==> src/common/elev_defs.svh <==
// Bank geometry and reset timing for the two-car elevator design.
// ELEV_FLOOR_W must be wide enough to number ELEV_FLOORS floors.
`ifndef ELEV_DEFS_SVH
`define ELEV_DEFS_SVH

// Number of floors served, numbered from 0.
`define ELEV_FLOORS 4

// Bits needed to hold one floor number.
`define ELEV_FLOOR_W 2

// Reset values of the travel count and the door phase count, in cycles.
`define ELEV_TRAVEL_RST 6
`define ELEV_DOOR_RST 3

`endif
==> src/common/elev_pkg.sv <==
// Types and small helpers shared by the elevator RTL and its testbench.
// A timing count of 0 behaves as a count of 1.
`default_nettype none
`include "elev_defs.svh"

package elev_pkg;

    typedef logic [`ELEV_FLOOR_W-1:0] floor_t;
    typedef logic [`ELEV_FLOORS-1:0]  floor_mask_t;
    typedef logic [7:0]               cycles_t;

    typedef enum logic {DIR_UP, DIR_DOWN} dir_t;
    typedef enum logic {MOT_STOPPED, MOT_MOVING} motion_t;
    typedef enum logic [1:0] {DOOR_CLOSED, DOOR_OPENING, DOOR_OPEN, DOOR_CLOSING} door_t;
    typedef enum logic {CFG_TRAVEL = 1'b0, CFG_DOOR = 1'b1} cfg_sel_t;

    // True when a floor exists one step ahead in the given direction.
    function automatic logic can_step(floor_t fl, dir_t d);
        return (d == DIR_UP) ? (fl != floor_t'(`ELEV_FLOORS - 1)) : (fl != '0);
    endfunction

    // The floor one step ahead. Only meaningful when can_step holds.
    function automatic floor_t step_floor(floor_t fl, dir_t d);
        return (d == DIR_UP) ? floor_t'(fl + 1'b1) : floor_t'(fl - 1'b1);
    endfunction

    // OR of all calls strictly beyond fl in direction d.
    function automatic logic calls_ahead(floor_mask_t mask, floor_t fl, dir_t d);
        logic any;
        any = 1'b0;
        for (int i = 0; i < `ELEV_FLOORS; i++) begin
            if ((d == DIR_UP && i > int'(fl)) || (d == DIR_DOWN && i < int'(fl))) begin
                any = any | mask[i];
            end
        end
        return any;
    endfunction

    // Down-counter load for a phase of c cycles.
    function automatic cycles_t count_load(cycles_t c);
        return (c == '0) ? '0 : cycles_t'(c - 1'b1);
    endfunction

endpackage

`default_nettype wire

==> src/common/car_link_if.sv <==
// Link between the hall dispatcher and one car.
// The car reports position and heading, the dispatcher returns scheduling hints.
`timescale 1ns/1ns
`default_nettype none

interface car_link_if;

    // Car side.
    elev_pkg::floor_t floor;
    elev_pkg::dir_t   dir;
    logic             arrive;

    // Dispatcher side.
    logic             stop_next;
    logic             keep_going;

    modport dispatch (
        input  floor, dir, arrive,
        output stop_next, keep_going
    );

    modport car (
        output floor, dir, arrive,
        input  stop_next, keep_going
    );

endinterface

`default_nettype wire

==> src/hw/elevator_bank.sv <==
// Two-car elevator bank: timing configuration, hall dispatcher and two cars.
// Both cars start at floor 0, door closed, heading up.
`timescale 1ns/1ns
`default_nettype none

module elevator_bank (
    input  logic                  clk,
    input  logic                  rst_n,
    // Timing configuration port.
    input  logic                  cfg_req,
    input  elev_pkg::cfg_sel_t    cfg_sel,
    input  elev_pkg::cycles_t     cfg_data,
    output logic                  cfg_ack,
    // Hall buttons and lamps.
    input  elev_pkg::floor_mask_t hall_up,
    input  elev_pkg::floor_mask_t hall_down,
    output elev_pkg::floor_mask_t up_lit,
    output elev_pkg::floor_mask_t down_lit,
    // Car buttons and status.
    input  elev_pkg::floor_mask_t car0_call,
    input  elev_pkg::floor_mask_t car1_call,
    output elev_pkg::floor_t      car0_floor,
    output elev_pkg::floor_t      car1_floor,
    output logic                  car0_door_open,
    output logic                  car1_door_open,
    output elev_pkg::floor_mask_t car0_lit,
    output elev_pkg::floor_mask_t car1_lit
);

    elev_pkg::cycles_t travel_cycles;
    elev_pkg::cycles_t door_cycles;

    car_link_if link0 ();
    car_link_if link1 ();

    bank_cfg u_cfg (
        .clk          (clk),
        .rst_n        (rst_n),
        .cfg_req      (cfg_req),
        .cfg_sel      (cfg_sel),
        .cfg_data     (cfg_data),
        .cfg_ack      (cfg_ack),
        .travel_cycles(travel_cycles),
        .door_cycles  (door_cycles)
    );

    hall_dispatch u_dispatch (
        .clk      (clk),
        .rst_n    (rst_n),
        .hall_up  (hall_up),
        .hall_down(hall_down),
        .up_lit   (up_lit),
        .down_lit (down_lit),
        .car0     (link0.dispatch),
        .car1     (link1.dispatch)
    );

    car_ctrl u_car0 (
        .clk          (clk),
        .rst_n        (rst_n),
        .car_call     (car0_call),
        .travel_cycles(travel_cycles),
        .door_cycles  (door_cycles),
        .link         (link0.car),
        .door_open    (car0_door_open),
        .floor_lit    (car0_lit)
    );

    car_ctrl u_car1 (
        .clk          (clk),
        .rst_n        (rst_n),
        .car_call     (car1_call),
        .travel_cycles(travel_cycles),
        .door_cycles  (door_cycles),
        .link         (link1.car),
        .door_open    (car1_door_open),
        .floor_lit    (car1_lit)
    );

    // Floor positions come straight from the links.
    assign car0_floor = link0.floor;
    assign car1_floor = link1.floor;

endmodule

`default_nettype wire

==> src/hw/car/car_ctrl.sv <==
// One car: call buttons, heading, motion and door sequencing.
// Travel and door phase lengths come from the configuration block.
`timescale 1ns/1ns
`default_nettype none
`include "elev_defs.svh"

module car_ctrl (
    input  logic                  clk,
    input  logic                  rst_n,
    input  elev_pkg::floor_mask_t car_call,
    input  elev_pkg::cycles_t     travel_cycles,
    input  elev_pkg::cycles_t     door_cycles,
    car_link_if.car               link,
    output logic                  door_open,
    output elev_pkg::floor_mask_t floor_lit
);

    localparam elev_pkg::floor_t top_floor = elev_pkg::floor_t'(`ELEV_FLOORS - 1);

    elev_pkg::floor_mask_t buttons_q;
    elev_pkg::floor_mask_t buttons_d;
    elev_pkg::floor_t      floor_q;
    elev_pkg::floor_t      next_floor;
    elev_pkg::dir_t        dir_q;
    elev_pkg::dir_t        dir_d;
    elev_pkg::motion_t     motion_q;
    elev_pkg::door_t       door_q;
    elev_pkg::cycles_t     travel_cnt_q;
    elev_pkg::cycles_t     door_cnt_q;
    logic                  open_pend_q;
    logic                  arrive_q;
    logic                  can_move;
    logic                  ahead;
    logic                  here;
    logic                  start_move;

    always_comb begin
        next_floor = elev_pkg::step_floor(floor_q, dir_q);
        can_move   = elev_pkg::can_step(floor_q, dir_q);
        ahead      = elev_pkg::calls_ahead(buttons_q, floor_q, dir_q);
        here       = buttons_q[floor_q];
        // Leave only with the door shut and nothing to open for here.
        start_move = (motion_q == elev_pkg::MOT_STOPPED) && (door_q == elev_pkg::DOOR_CLOSED)
                   && !open_pend_q && !here && can_move && (ahead || link.keep_going);
    end

    //**********************************************************
    // Buttons and heading.
    //**********************************************************

    always_comb begin
        buttons_d = buttons_q | car_call;
        // The floor being served clears while the door is not shut.
        if (door_q != elev_pkg::DOOR_CLOSED) begin
            buttons_d[floor_q] = 1'b0;
        end
        // A hall call handed over becomes our own stop, last so it sticks.
        if (link.stop_next && can_move) begin
            buttons_d[next_floor] = 1'b1;
        end

        dir_d = dir_q;
        // Turn around only between trips.
        if (motion_q == elev_pkg::MOT_STOPPED && !ahead && !link.keep_going) begin
            dir_d = (dir_q == elev_pkg::DIR_UP) ? elev_pkg::DIR_DOWN : elev_pkg::DIR_UP;
        end
        if (floor_q == top_floor) begin
            dir_d = elev_pkg::DIR_DOWN;
        end
        if (floor_q == '0) begin
            dir_d = elev_pkg::DIR_UP;
        end
    end

    always_ff @(posedge clk or negedge rst_n) begin
        if (!rst_n) begin
            buttons_q   <= '0;
            dir_q       <= elev_pkg::DIR_UP;
            open_pend_q <= 1'b0;
        end else begin
            buttons_q <= buttons_d;
            dir_q     <= dir_d;
            // Arm the door for the floor we are heading to, or for a call here.
            if (door_q != elev_pkg::DOOR_CLOSED) begin
                open_pend_q <= 1'b0;
            end else if (motion_q == elev_pkg::MOT_MOVING && can_move
                         && (link.stop_next || buttons_q[next_floor])) begin
                open_pend_q <= 1'b1;
            end else if (motion_q == elev_pkg::MOT_STOPPED && here) begin
                open_pend_q <= 1'b1;
            end
        end
    end

    //**********************************************************
    // Motion FSM.
    //**********************************************************

    always_ff @(posedge clk or negedge rst_n) begin
        if (!rst_n) begin
            motion_q     <= elev_pkg::MOT_STOPPED;
            floor_q      <= '0;
            travel_cnt_q <= '0;
            arrive_q     <= 1'b0;
        end else begin
            arrive_q <= 1'b0;
            case (motion_q)
                elev_pkg::MOT_STOPPED: begin
                    if (start_move) begin
                        motion_q     <= elev_pkg::MOT_MOVING;
                        travel_cnt_q <= elev_pkg::count_load(travel_cycles);
                    end
                end
                default: begin
                    if (travel_cnt_q == '0) begin
                        motion_q <= elev_pkg::MOT_STOPPED;
                        floor_q  <= next_floor;
                        arrive_q <= 1'b1;
                    end else begin
                        travel_cnt_q <= travel_cnt_q - 1'b1;
                    end
                end
            endcase
        end
    end

    //**********************************************************
    // Door FSM.
    //**********************************************************

    // Each phase after CLOSED lasts door_cycles cycles.
    always_ff @(posedge clk or negedge rst_n) begin
        if (!rst_n) begin
            door_q     <= elev_pkg::DOOR_CLOSED;
            door_cnt_q <= '0;
        end else if (door_q == elev_pkg::DOOR_CLOSED) begin
            if (open_pend_q && motion_q == elev_pkg::MOT_STOPPED) begin
                door_q     <= elev_pkg::DOOR_OPENING;
                door_cnt_q <= elev_pkg::count_load(door_cycles);
            end
        end else if (door_cnt_q != '0) begin
            door_cnt_q <= door_cnt_q - 1'b1;
        end else begin
            door_cnt_q <= elev_pkg::count_load(door_cycles);
            case (door_q)
                elev_pkg::DOOR_OPENING: door_q <= elev_pkg::DOOR_OPEN;
                elev_pkg::DOOR_OPEN:    door_q <= elev_pkg::DOOR_CLOSING;
                default:                door_q <= elev_pkg::DOOR_CLOSED;
            endcase
        end
    end

    // Outputs.
    assign door_open   = (door_q == elev_pkg::DOOR_OPEN);
    assign floor_lit   = buttons_q;
    assign link.floor  = floor_q;
    assign link.dir    = dir_q;
    assign link.arrive = arrive_q;

endmodule

`default_nettype wire

==> src/hw/hall_dispatch/hall_dispatch.sv <==
// Hall call registers and stop scheduling for two cars.
// A call is handed to one car and cleared in the same cycle; car 0 wins ties.
`timescale 1ns/1ns
`default_nettype none

module hall_dispatch (
    input  logic                  clk,
    input  logic                  rst_n,
    input  elev_pkg::floor_mask_t hall_up,
    input  elev_pkg::floor_mask_t hall_down,
    output elev_pkg::floor_mask_t up_lit,
    output elev_pkg::floor_mask_t down_lit,
    car_link_if.dispatch          car0,
    car_link_if.dispatch          car1
);

    elev_pkg::floor_mask_t up_q;
    elev_pkg::floor_mask_t down_q;
    elev_pkg::floor_mask_t pending;
    elev_pkg::floor_mask_t clr;
    elev_pkg::floor_t      next0;
    elev_pkg::floor_t      next1;
    logic                  want0;
    logic                  want1;
    logic                  grant1;

    //**********************************************************
    // Scheduling.
    //**********************************************************

    always_comb begin
        // Either hall button at a floor is a reason to stop there.
        pending = up_q | down_q;

        next0 = elev_pkg::step_floor(car0.floor, car0.dir);
        next1 = elev_pkg::step_floor(car1.floor, car1.dir);

        // A car's heading is settled the cycle after it arrives.
        // Hold its stop request back for that one cycle.
        want0 = !car0.arrive && elev_pkg::can_step(car0.floor, car0.dir) && pending[next0];
        want1 = !car1.arrive && elev_pkg::can_step(car1.floor, car1.dir) && pending[next1];

        // Same target floor in one cycle goes to car 0 only.
        grant1 = want1 && !(want0 && (next0 == next1));

        clr = '0;
        if (want0) begin
            clr[next0] = 1'b1;
        end
        if (grant1) begin
            clr[next1] = 1'b1;
        end
    end

    assign car0.stop_next = want0;
    assign car1.stop_next = grant1;

    // Keep going while calls lie beyond the car.
    // A call at the car's own floor also counts.
    // The car steps away and is then scheduled back to it.
    assign car0.keep_going = elev_pkg::calls_ahead(pending, car0.floor, car0.dir)
                           | pending[car0.floor];
    assign car1.keep_going = elev_pkg::calls_ahead(pending, car1.floor, car1.dir)
                           | pending[car1.floor];

    //**********************************************************
    // Hall call registers.
    //**********************************************************

    // Presses set, scheduling clears; the clear wins in the same edge.
    always_ff @(posedge clk or negedge rst_n) begin
        if (!rst_n) begin
            up_q   <= '0;
            down_q <= '0;
        end else begin
            up_q   <= (up_q | hall_up) & ~clr;
            down_q <= (down_q | hall_down) & ~clr;
        end
    end

    // Lamps show the registered calls.
    assign up_lit   = up_q;
    assign down_lit = down_q;

endmodule

`default_nettype wire

==> src/hw/bank_cfg.sv <==
// Travel and door timing registers behind a four-phase req/ack port.
// The host must wait for ack low before raising req again.
`timescale 1ns/1ns
`default_nettype none
`include "elev_defs.svh"

module bank_cfg (
    input  logic               clk,
    input  logic               rst_n,
    input  logic               cfg_req,
    input  elev_pkg::cfg_sel_t cfg_sel,
    input  elev_pkg::cycles_t  cfg_data,
    output logic               cfg_ack,
    output elev_pkg::cycles_t  travel_cycles,
    output elev_pkg::cycles_t  door_cycles
);

    typedef enum logic {HS_IDLE, HS_ACK} hs_state_t;

    hs_state_t         state_q;
    elev_pkg::cycles_t travel_q;
    elev_pkg::cycles_t door_q;

    //**********************************************************
    // Handshake FSM.
    //**********************************************************

    // IDLE takes the write on req high, ACK waits for req to drop.
    always_ff @(posedge clk or negedge rst_n) begin
        if (!rst_n) begin
            state_q  <= HS_IDLE;
            travel_q <= elev_pkg::cycles_t'(`ELEV_TRAVEL_RST);
            door_q   <= elev_pkg::cycles_t'(`ELEV_DOOR_RST);
        end else begin
            case (state_q)
                HS_IDLE: begin
                    if (cfg_req) begin
                        state_q <= HS_ACK;
                        if (cfg_sel == elev_pkg::CFG_TRAVEL) begin
                            travel_q <= cfg_data;
                        end else begin
                            door_q <= cfg_data;
                        end
                    end
                end
                default: begin
                    if (!cfg_req) begin
                        state_q <= HS_IDLE;
                    end
                end
            endcase
        end
    end

    assign cfg_ack       = (state_q == HS_ACK);
    assign travel_cycles = travel_q;
    assign door_cycles   = door_q;

endmodule

`default_nettype wire

==> config.mk <==
export PLATFORM = sky130hd
export DESIGN_NAME = elevator_bank
export DESIGN_NICKNAME = d
export VERILOG_FILES = /design/src/common/elev_pkg.sv /design/src/common/car_link_if.sv /design/src/hw/elevator_bank.sv /design/src/hw/car/car_ctrl.sv /design/src/hw/hall_dispatch/hall_dispatch.sv /design/src/hw/bank_cfg.sv
export VERILOG_INCLUDE_DIRS = /design/src /design/src/common
export SDC_FILE = /design/constraint.sdc
export NUM_CORES = 1
export LEC_CHECK = 0
export ABC_AREA = 0
export BUFFER_PORTS_ARGS = -buffer_cell sky130_fd_sc_hd__buf_2
export CAP_MARGIN = 30
export CORE_UTILIZATION = 50
export CTS_CLUSTER_DIAMETER = 40
export DETAILED_ROUTE_END_ITERATION = 16
export PLACE_DENSITY = 0.74
export SYNTH_ARGS = -nofsm -noshare
export SYNTH_HDL_FRONTEND = slang
export SYNTH_SLANG_ARGS = --single-unit
export TNS_END_PERCENT = 30
==> constraint.sdc <==
create_clock -name clk -period 3.8 [get_ports clk]
set_clock_uncertainty 0.05 [all_clocks]
set_input_delay 0.57 -clock clk [delete_from_list [all_inputs] [get_ports clk]]
set_output_delay 0.57 -clock clk [all_outputs]
set_load 0.1 [all_outputs]
======== After elaboration in Yosys (flattened, before gate mapping) ========
Cells that the tools add are included.
word-level totals
  bits of input ports ..................... 28
  flip-flop bits (word level) ............. 81
  output and inout port bits .............. 23
operators by class
  reduce and logical (&&, ||, !) cells .... 93
  order comparisons ....................... 20
  bitwise operators ....................... 35
  add/sub/neg operators ................... 10
  eq/ne operators ......................... 15
  mux-type cells .......................... 97
operators with widths
  cell                                                                                  number
  8-bit two-way mux                                                                     14
  1-bit two-way mux                                                                     55
  8-bit by 1-bit subtractor with 8-bit output (second input constant)                   6
  1-bit logical AND                                                                     46
  8-bit logical NOT                                                                     4
  4-bit OR                                                                              8
  4-bit two-way mux                                                                     6
  4-bit AND                                                                             4
  1-bit binary-select mux with 2-bit select                                             8
  2-bit two-way mux                                                                     8
  8-bit nonzero test                                                                    2
  1-bit OR                                                                              14
  2-bit by 3-bit less-than comparator with 1-bit output (second input constant)         4
  2-bit inequality test (second input constant)                                         6
  4-bit inverter                                                                        3
  2-bit AND reduction                                                                   6
  2-bit nonzero test                                                                    6
  3-bit nonzero test                                                                    4
  1-bit logical NOT                                                                     11
  1-bit demux with 2-bit select                                                         4
  2-bit equality test (second input constant)                                           4
  2-bit by 1-bit greater-or-equal comparator with 1-bit output (second input constant)  4
  2-bit greater-than comparator (first input constant)                                  4
  2-bit logical NOT                                                                     4
  other kinds (12)                                                                      35

======== Logic depth before layout (Yosys ltp) ========
Gate-level depths: netlist of the first run.
  depth in word-level cells ............... 15
  mapped depth ............................ 9
  gate-level depth less buffers ........... 7

======== By module ========
Synthesis of the first run repeated with hierarchy kept, for this count alone.
second synthesis, totals
  cells, all modules ...................... 601
  area total of the unflattened synthesis .. 5660.4 um^2
by module, submodules not included
  module              cells an instance  times used  area an instance (um^2)
  car_ctrl at u_car0  227                1           2048.2
  car_ctrl at u_car1  224                1           2026.9
  hall_dispatch       115                1           944.7
  bank_cfg            35                 1           640.6

======== Least setup slack after synthesis of the first run ========
No wires, ideal clock.
  path type ............................... register to register
  start point ............................. register u_car0.floor_q[0], in the netlist u_car0.link.floor[0]
  end point ............................... register u_car1.open_pend_q
  arrival ................................. 3.181 ns
  data required time ...................... 3.673 ns
  clock period less this slack ............ 3.309 ns
  slack ................................... 0.491 ns
  setup time .............................. 0.077 ns
  stages on the path, launching flop included .. 9
  cell sequence ........................... dfrtp_1 -> buf_2 -> inv_1 -> ha_1 -> xnor2_1 -> a2111oi_1 -> o211a_1 -> or4b_1 -> a21oi_1
on the way
  word-level cells in the longest chain between the ends .. 12
  elaborated cells between the ends (all ways) .. 19
  classes of those cells .................. add/sub: 2; eq/ne: 2; mux: 6; reduce/logical: 9
ends and longest elaborated chain
  what                                                                                                          RTL line             source
  start: declaration                                                                                            car_ctrl.sv:22       elev_pkg::floor_t floor_q;
  start signal: assignment                                                                                      car_ctrl.sv:117      floor_q <= next_floor;
  2-bit by 1-bit adder with 2-bit output / 2-bit by 1-bit subtractor with 2-bit output (equally long branches)  elev_pkg.sv:24       return (d == DIR_UP) ? floor_t'(fl + 1'b1) : floor_t'(fl - 1'b1);
  2-bit two-way mux                                                                                             elev_pkg.sv:24
  1-bit binary-select mux with 2-bit select                                                                     hall_dispatch.sv:40  want0 = !car0.arrive && elev_pkg::can_step(car0.floor, car0.dir) && pending[next0];
  1-bit two-way mux (implied by the code)                                                                       hall_dispatch.sv:40
  1-bit logical AND                                                                                             hall_dispatch.sv:40
  1-bit logical AND *                                                                                           hall_dispatch.sv:44  grant1 = want1 && !(want0 && (next0 == next1));
  1-bit logical NOT *                                                                                           hall_dispatch.sv:44
  1-bit logical AND *                                                                                           hall_dispatch.sv:44
  1-bit logical OR *                                                                                            car_ctrl.sv:87       && (link.stop_next || buttons_q[next_floor])) begin
  1-bit logical AND *                                                                                           car_ctrl.sv:87
  1-bit two-way mux                                                                                             car_ctrl.sv:86       end else if (motion_q == elev_pkg::MOT_MOVING && can_move
  1-bit two-way mux                                                                                             car_ctrl.sv:84       if (door_q != elev_pkg::DOOR_CLOSED) begin
  end signal: assignment                                                                                        car_ctrl.sv:85       open_pend_q <= 1'b0;
  end signal: assignment                                                                                        car_ctrl.sv:88       open_pend_q <= 1'b1;
  end signal: assignment                                                                                        car_ctrl.sv:90       open_pend_q <= 1'b1;
  end: declaration                                                                                              car_ctrl.sv:30       logic open_pend_q;
Mark *: on every way between the ends. The rest lies on a longest branch, timed or not. The select of a mux whose other input is x is not followed.
A chain may end at the register's enable or synchronous reset.

======== Worst setup path in the final report of the first run ========
Ends and elaborated chain as after synthesis.

==> insert_results.sql, run 1 <==
INSERT INTO impl_metrics (metric_group, metric, value, unit) VALUES
('yosys', 'post_synth_instance_area', '5120', 'µm²'),
('pwr', 'cellInternalPower', '2.58', 'mW'),
('global_routing', 'first_pass_grt_wire_length', '19700', 'µm'),
('detailed_routing', 'antenna_left', '0', ''),
('die', 'die-area', '10700', 'µm²'),
('cells_and_area', 'drive_above_1_share', '19.7', '%'),
('run_status', 'outcome', 'finished, final reports clean', ''),
('clock_network', 'cts_buffers', '9', ''),
('placement', 'globalplace.congestion', '0.913', ''),
('detailed_routing', 'routed_wl', '11800', 'µm'),
('pwr', 'pwr-share-seq', '32.2', '%'),
('detailed_routing', 'initialDrtViolationCount', '284', ''),
('worst_setup_path', 'critPathMaxFanout', '18', ''),
('worst_hold_path', 'hold_class', 'in2async', ''),
('clock_network', 'cts-resized-gates', '0', ''),
('cells_and_area', 'postLayoutCellArea', '5670', 'µm²'),
('detailed_routing', 'avgViaCountPerCell', '6.16', ''),
('clock_network', 'cts.reportedPaths.clkPinSlew', '80', 'ps'),
('worst_setup_path', 'cp_data_required_time', '4020', 'ps'),
('die', 'start_util', '51.9', '%'),
('clock_network', 'cts_post_setup_buffers_inserted', '0', ''),
('global_routing', 'grt_antenna_before_repair', '0', ''),
('timing', 'timing.setup.tns', '0', 'ps'),
('timing', 'setup_viol', '0', ''),
('detailed_routing', 'avgRoutedWirePerCell', '16.7', 'µm'),
('global_routing', 'grt_util_all_layers', '23.8', '%'),
('yosys', 'synthCells', '527', ''),
('cells_and_area', 'area_growth_from_synthesis_to_layout', '10.6', '%'),
('pwr', 'power.share.clock', '10.9', '%'),
('pwr', 'p_switching', '2.71', 'mW'),
('worst_setup_path', 'cp_data_arrival_time', '3300', 'ps'),
('timing', 'max-slew-margin-rel', '54.1', '%'),
('cells_and_area', 'most-common-layout-cells', 'dfrtp_1 (77), buf_2 (49), nor2_1 (44)', ''),
('worst_setup_path', 'end_kind', 'register', ''),
('cells_and_area', 'num_antenna_cells', '0', ''),
('clock_network', 'cts_sinks', '81', ''),
('worst_setup_path', 'ff2ff_setup_slack', '720', 'ps'),
('timing', 'worst_hold_slack', '112', 'ps'),
('worst_setup_path', 'ff2ff_path_depth', '7', ''),
('clock_network', 'cts_tree', 'done', ''),
('yosys', 'netlist.top_cell.by_area', 'dfrtp_1', ''),
('clock_network', 'cts_buffer_depth', '2', ''),
('global_routing', 'first_global_vias', '4208', ''),
('yosys', 'syn_area_per_cell', '9.72', 'µm²'),
('worst_setup_path', 'worstSetupPathType', 'reg2reg', ''),
('timing', 'grt_setup_unrepaired', 'false', ''),
('placement', 'place_hpwl', '8870', 'µm'),
('clock_network', 'level_count_of_the_clock_h_tree', '3', ''),
('clock_network', 'count_of_hold_buffers_inserted_by_post_cts_repair', '0', ''),
('clock_network', 'ctsRootBufferMaster', 'clkbuf_8', ''),
('global_routing', 'gr-total-overflow', '0', ''),
('detailed_routing', 'post-route-drc-count', '0', ''),
('yosys', 'post_synth_main_area_contributors', 'dfrtp_1 (38%), ha_1 (5.9%), mux2_2 (4.6%), nor2_1 (3.2%), nand2_1 (2.7%)', ''),
('cells_and_area', 'mostFrequentLayoutCell', 'dfrtp_1', ''),
('yosys', 'yosys.area.top_type_share', '37.6', '%'),
('die', 'die_x', '103', 'µm'),
('placement', 'placed_cells', '695', ''),
('pwr', 'netSwitchingFraction', '51.2', '%'),
('die', 'top_level_ports', '51', ''),
('yosys', 'syn-num-nets', '579', ''),
('timing', 'min_period', '3080', 'ps'),
('cells_and_area', 'fin_util', '57.4', '%'),
('global_routing', 'grt_max_degree', '49', ''),
('detailed_routing', 'detailedRoute.firstPassIterationCount', '5', ''),
('cells_and_area', 'layout.filler_cells', '856', ''),
('timing', 'crit_share_post_route', '81.0', '%'),
('yosys', 'synth_cell_type_count', '76', ''),
('pwr', 'power_density', '934', 'nW/µm²'),
('worst_setup_path', 'timing.critical_path.from_type', 'register', ''),
('die', 'core_area', '9860', 'µm²'),
('yosys', 'synth-seq-area-share', '39.7', '%');
-- critical path, stage by stage (launching register included) --
cell,delay [ps]
dfrtp_1,730
inv_1,290
ha_1,420
xnor2_1,410
a2111oi_1,120
o211a_1,320
or4b_1,530
a21oi_1,140
-- cell families (layout without fill, tap and decap cells) --
| logic type | after synthesis | count (layout) | synth area share [%] |
|---|---|---|---|
| DFF | 81 | 81 | 39.7 |
| adders and majority gates | 24 | 24 | 5.86 |
| muxes | 37 | 37 | 9.52 |
| AOI/OAI and AO/OA | 139 | 139 | 19.5 |
| xor gates and xnor gates | 14 | 14 | 2.39 |
| buffers and inverters | 51 | 102 | 4.13 |
| and+or+nand+nor | 181 | 181 | 18.9 |
-- registers in the layout, indices dropped and copies added, names as in the netlist, 2 cells and up --
register	count
u_car0.door_cnt_q	8
u_car0.door_q	2
u_car0.floor_lit	4
u_car0.link.floor	2
u_car0.travel_cnt_q	8
u_car1.door_cnt_q	8
u_car1.door_q	2
u_car1.floor_lit	4
u_car1.link.floor	2
u_car1.travel_cnt_q	8
u_cfg.door_cycles	8
u_cfg.travel_cycles	8
u_dispatch.down_lit	4
u_dispatch.up_lit	4
-- power groups by stage --
stage	Combinational, mW	Clock, mW	Sequential [mW]
global placement	2.91	0	1.69
floorplan	1.99	0	2.10
detailed placement	2.98	0	1.71
CTS	3.00	0.592	1.70
global route	3.28	0.633	1.77
finish	3.01	0.580	1.71
-- metal layers --
layer  vias to the layer above  track usage (%)  part of all wire [%]
li1                       2074                -                     -
met1                      2156             31.9                    46
met2                       122             38.4                    47
met3                        26             3.63                   4.4
met4                         0             10.9                   2.2
met5                         -                0                     0
-- metrics by stage --
step	total power [mW]	worst slack [ps]
floorplan	4.09	491
global placement	4.60	925
detailed placement	4.69	799
CTS	5.29	762
global route	5.68	544
finish	5.29	723
-- cells in the mapped netlist (4+ instances only) --
cell type,count
xnor2_1,11
or4_1,6
mux2i_1,9
nor2_1,44
nand3_1,9
nand2_1,37
o32ai_1,6
nor4_1,8
and2_1,5
inv_1,33
o2bb2ai_1,4
a31oi_1,7
ha_1,24
mux4_2,6
dfrtp_1,77
o22ai_1,8
a221oi_1,4
nand4_1,8
dfstp_2,4
a21oi_1,23
o21ai_0,22
a31o_2,4
clkbuf_1,8
mux2_2,21
o21a_1,8
or3_1,12
o211ai_1,4
a211oi_1,4
o21ai_1,7
a221o_1,5
buf_2,4
nor2b_1,11
nor3_1,21
-- area by class of cell --
cell class / instances / area share [%]
inverter: 35 / 2.32
tap: 133 / 2.94
multi-input combinational: 395 / 50.8
sequential: 81 / 35.9
clock inverter: 2 / 0.221
timing repair buffer: 51 / 4.95
clock buffer: 14 / 2.87
-- worst paths after layout --
kind | from | end
max in group asynchronous | rst_n | u_cfg.travel_cycles[2]
max | u_car0.link.floor[0] | u_car1.open_pend_q
max reg2reg | u_car0.link.floor[0] | u_car1.open_pend_q
min reg2reg | u_car0.door_cnt_q[5] | u_car0.door_cnt_q[5]
min in group clk | cfg_req | u_cfg.cfg_ack
min | rst_n | u_cfg.door_cycles[2]
Power figures use the tool's default switching activity.
==> run 2: changes to the inputs <==
--- a/config.mk
+++ b/config.mk
@@ -6,13 +6,13 @@
 export SDC_FILE = /design/constraint.sdc
 export NUM_CORES = 1
 export LEC_CHECK = 0
-export ABC_AREA = 0
+export ABC_AREA = 1
 export BUFFER_PORTS_ARGS = -buffer_cell sky130_fd_sc_hd__buf_2
 export CAP_MARGIN = 30
 export CORE_UTILIZATION = 50
 export CTS_CLUSTER_DIAMETER = 40
 export DETAILED_ROUTE_END_ITERATION = 16
-export PLACE_DENSITY = 0.74
+export PLACE_DENSITY = 0.77
 export SYNTH_ARGS = -nofsm -noshare
 export SYNTH_HDL_FRONTEND = slang
 export SYNTH_SLANG_ARGS = --single-unit
==> constraint.sdc (replaced) <==
create_clock -name clk -period 2.7 [get_ports clk]
set_clock_uncertainty 0.05 [all_clocks]
set_input_delay 0.405 -clock clk [delete_from_list [all_inputs] [get_ports clk]]
set_output_delay 0.405 -clock clk [all_outputs]
set_load 0.1 [all_outputs]
==> run 2 against run 1 <==
Setup slack worse by 190 ps. Die area up 3.9%. Synthesized cell count grew 39%. Fmax is 42% higher. Combinational power increased by 52%. Critical path type unchanged. Largest cell class unchanged. Largest power group unchanged.
==> insert_results.sql, run 2 <==
INSERT INTO impl_metrics (metric_group, metric, value, unit) VALUES
('worst_setup_path', 'cp_data_required_time', '2880', 'ps'),
('detailed_routing', 'routed_wl', '12600', 'µm'),
('die', 'start_util', '51.6', '%'),
('timing', 'crit_share_post_route', '80.3', '%'),
('die', 'top_level_ports', '51', ''),
('clock_network', 'cts_post_setup_buffers_inserted', '0', ''),
('timing', 'fmax', '0.461', 'GHz'),
('yosys', 'count_of_state_elements_after_synthesis', '81', ''),
('detailed_routing', 'dr_total_vias', '4953', ''),
('clock_network', 'ctsRootBufferMaster', 'clkbuf_8', ''),
('run_status', 'outcome', 'finished, final reports clean', ''),
('worst_setup_path', 'timing.critical_path.from_type', 'register', ''),
('worst_setup_path', 'setup.worst_path.start', 'u_car0.link.floor[1]', ''),
('worst_hold_path', 'hold_class', 'in2reg', ''),
('die', 'core_area', '10300', 'µm²'),
('timing', 'worst_hold_slack', '139', 'ps'),
('worst_setup_path', 'critical_path.n_buffers_inverters', '1', ''),
('clock_network', 'cts.reportedPaths.clkPinSlew', '80', 'ps'),
('pwr', 'power_density', '1270', 'nW/µm²'),
('placement', 'port_buffers', '50', ''),
('run', 'drv.max_cap_violation_count', '0', ''),
('pwr', 'cellInternalPower', '3.31', 'mW'),
('timing', 'finalMaxSlewViolations', '0', ''),
('worst_setup_path', 'critPathMaxFanout', '9', ''),
('placement', 'placed_cells', '911', ''),
('cells_and_area', 'area_growth_from_synthesis_to_layout', '10.3', '%'),
('yosys', 'synth-warning-count', '0', ''),
('worst_setup_path', 'slowest_stage', 'dfrtp_1', ''),
('timing', 'max-slew-margin-rel', '59.9', '%'),
('worst_setup_path', 'worstPathCellList', 'inv_1 > ha_1 > nor2_1 > nor2_4 > nand2_1 > nand3_1 > o21ai_4 > nand2_2 > nand2_1 > a21oi_1', ''),
('cells_and_area', 'num_antenna_cells', '0', ''),
('worst_setup_path', 'cp_data_arrival_time', '2350', 'ps'),
('yosys', 'ys_async_sr_fraction', '100', '%'),
('clock_network', 'level_count_of_the_clock_h_tree', '3', ''),
('worst_hold_path', 'min_delay_src', 'cfg_req', ''),
('clock_network', 'cts_buffers', '9', ''),
('cells_and_area', 'nNetsFinal', '839', ''),
('clock_network', 'cts_tree', 'done', ''),
('yosys', 'post_synth_main_area_contributors', 'dfrtp_1 (36%), nand2_1 (13%), inv_1 (7.1%), o21ai_0 (6.9%), ha_1 (5.6%)', ''),
('worst_setup_path', 'end_kind', 'register', ''),
('cells_and_area', 'layout.filler_cells', '958', ''),
('yosys', 'synth-seq-area-share', '38.1', '%'),
('die', 'die-area', '11100', 'µm²'),
('clock_network', 'cts_buffer_depth', '2', ''),
('die', 'floorplan.rows', '37', ''),
('yosys', 'syn-num-nets', '786', ''),
('yosys', 'netlist.top_cell.by_area', 'dfrtp_1', ''),
('pwr', 'netSwitchingFraction', '55.7', '%'),
('detailed_routing', 'avgRoutedWirePerCell', '13.6', 'µm'),
('yosys', 'synth_cell_type_count', '44', ''),
('worst_setup_path', 'worstReg2RegStart', 'u_car0.link.floor[1]', ''),
('timing', 'worst_slew_pin_slew', '596', 'ps'),
('yosys', 'yosys.area.top_type_share', '36.2', '%'),
('worst_setup_path', 'kind_of_cell_adding_the_most_delay_to_the_critical_path', 'simple AND/OR/NAND/NOR gates', ''),
('global_routing', 'grt_util_all_layers', '23.9', '%'),
('yosys', 'ys_top_cells_by_count', 'nand2_1 (185), inv_1 (101), dfrtp_1 (77)', ''),
('die', 'die_x', '105', 'µm'),
('timing', 'timing_hold_violations_final', '0', ''),
('worst_setup_path', 'cpMostUsedCell', 'nand2_1', ''),
('cells_and_area', 'fin_util', '56.9', '%'),
('pwr', 'leakage', '3.02', 'nW'),
('yosys', 'post-synth-top-count-cell', 'nand2_1', ''),
('clock_network', 'cts-resized-gates', '0', ''),
('timing', 'timing.setup.tns', '0', 'ps'),
('global_routing', 'grt_max_degree', '37', ''),
('clock_network', 'clk-insertion-delay-late', '350', 'ps'),
('pwr', 'power.share.combinational', '61.2', '%'),
('yosys', 'post_synth_instance_area', '5330', 'µm²'),
('detailed_routing', 'initialDrtViolationCount', '333', ''),
('placement', 'globalplace.congestion', '0.875', ''),
('yosys', 'syn_area_per_cell', '7.26', 'µm²'),
('detailed_routing', 'post-route-drc-count', '0', ''),
('yosys', 'dominantRegCellSynth', 'dfrtp_1', ''),
('global_routing', 'first_global_vias', '4760', ''),
('placement', 'place_hpwl', '9470', 'µm'),
('global_routing', 'gr-total-overflow', '0', ''),
('die', 'die_h', '105', 'µm'),
('worst_setup_path', 'worstSetupPathType', 'reg2reg', ''),
('cells_and_area', 'layoutNonFillerInstCount', '928', ''),
('cells_and_area', 'mostFrequentLayoutCell', 'nand2_1', ''),
('worst_setup_path', 'delay_of_the_slowest_critical_path_stage', '460', 'ps'),
('global_routing', 'grt_antenna_before_repair', '0', ''),
('cells_and_area', 'most-common-layout-cells', 'nand2_1 (185), inv_1 (101), dfrtp_1 (77)', ''),
('clock_network', 'cts_sinks', '81', ''),
('cells_and_area', 'drive_above_1_share', '14.8', '%'),
('yosys', 'synth_enable_flop_cells', '0', ''),
('timing', 'setup_viol', '0', ''),
('clock_network', 'count_of_hold_buffers_inserted_by_post_cts_repair', '1', ''),
('global_routing', 'first_pass_grt_wire_length', '21500', 'µm'),
('timing', 'min_period', '2170', 'ps'),
('timing', 'grt_setup_unrepaired', 'false', ''),
('yosys', 'synthCells', '734', ''),
('detailed_routing', 'avgViaCountPerCell', '5.34', ''),
('detailed_routing', 'detailedRoute.firstPassIterationCount', '5', ''),
('pwr', 'p_switching', '4.17', 'mW'),
('pwr', 'vdd.ir_drop.worst', '818', 'µV'),
('pwr', 'pwr-share-seq', '28.5', '%'),
('pwr', 'power.share.clock', '10.4', '%'),
('detailed_routing', 'antenna_left', '0', '');
==> run 2: metal layers <==
metal / share of wire [%] / global-route usage [%] / vias up
met4: 1.9 / 9.05 / 0
li1: - / - / 2485
met3: 4.4 / 3.77 / 23
met1: 45 / 31.5 / 2295
met5: 0 / 0 / -
met2: 48 / 39.5 / 150
==> run 2: kinds of logic after synthesis <==
logic type | Yosys count | synth area share [%]
and+or+nand+nor | 355 | 30.1
AOI/OAI and AO/OA | 140 | 15.0
buffers and inverters | 124 | 9.42
DFF | 81 | 38.1
adders and majority gates | 24 | 5.64
xor gates and xnor gates | 10 | 1.64
==> run 2: per-stage QoR <==
stage | total power, mW | setup WS (ps) | area (µm²)
after global placement | 6.53 | 644 | 5700
final | 7.49 | 532 | 5880
after CTS | 7.49 | 525 | 5880
after detailed placement | 6.70 | 538 | 5700
after floorplan | 5.83 | 5.22 | 5330
after global routing | 8.15 | 296 | 5880
==> run 2: final cells by class <==
class | count | area, µm² | share of cell area (%)
inverter | 110 | 415 | 7.07
clock inverter | 6 | 35.0 | 0.596
tap | 136 | 170 | 2.90
clock buffer | 10 | 128 | 2.17
timing repair buffer | 56 | 300 | 5.11
multi-input combinational | 529 | 2800 | 47.6
sequential | 81 | 2030 | 34.6
==> run 2: power groups by stage <==
| stage | logic [mW] | clock network, mW | registers [mW] |
|---|---|---|---|
| detailed placement | 4.56 | 0 | 2.14 |
| global placement | 4.41 | 0 | 2.11 |
| global route | 5.09 | 0.852 | 2.20 |
| CTS | 4.57 | 0.797 | 2.12 |
| floorplan | 2.89 | 0 | 2.94 |
| finish | 4.58 | 0.777 | 2.13 |
==> run 2: path summary, 6_finish.rpt <==
| check | to | slack, ps | cells after the start |
|---|---|---|---|
| setup / recovery | u_car1.open_pend_q | 530 | 10 |
| hold / removal | u_cfg.cfg_ack | 140 | 1 |
| setup reg to reg | u_car1.open_pend_q | 530 | 10 |
| hold reg to reg | u_car0.travel_cnt_q[2] | 430 | 2 |
| max in group asynchronous | u_car0.travel_cnt_q[6] | 1410 | 3 |
| min in group asynchronous | u_dispatch.down_lit[2] | 480 | 2 |
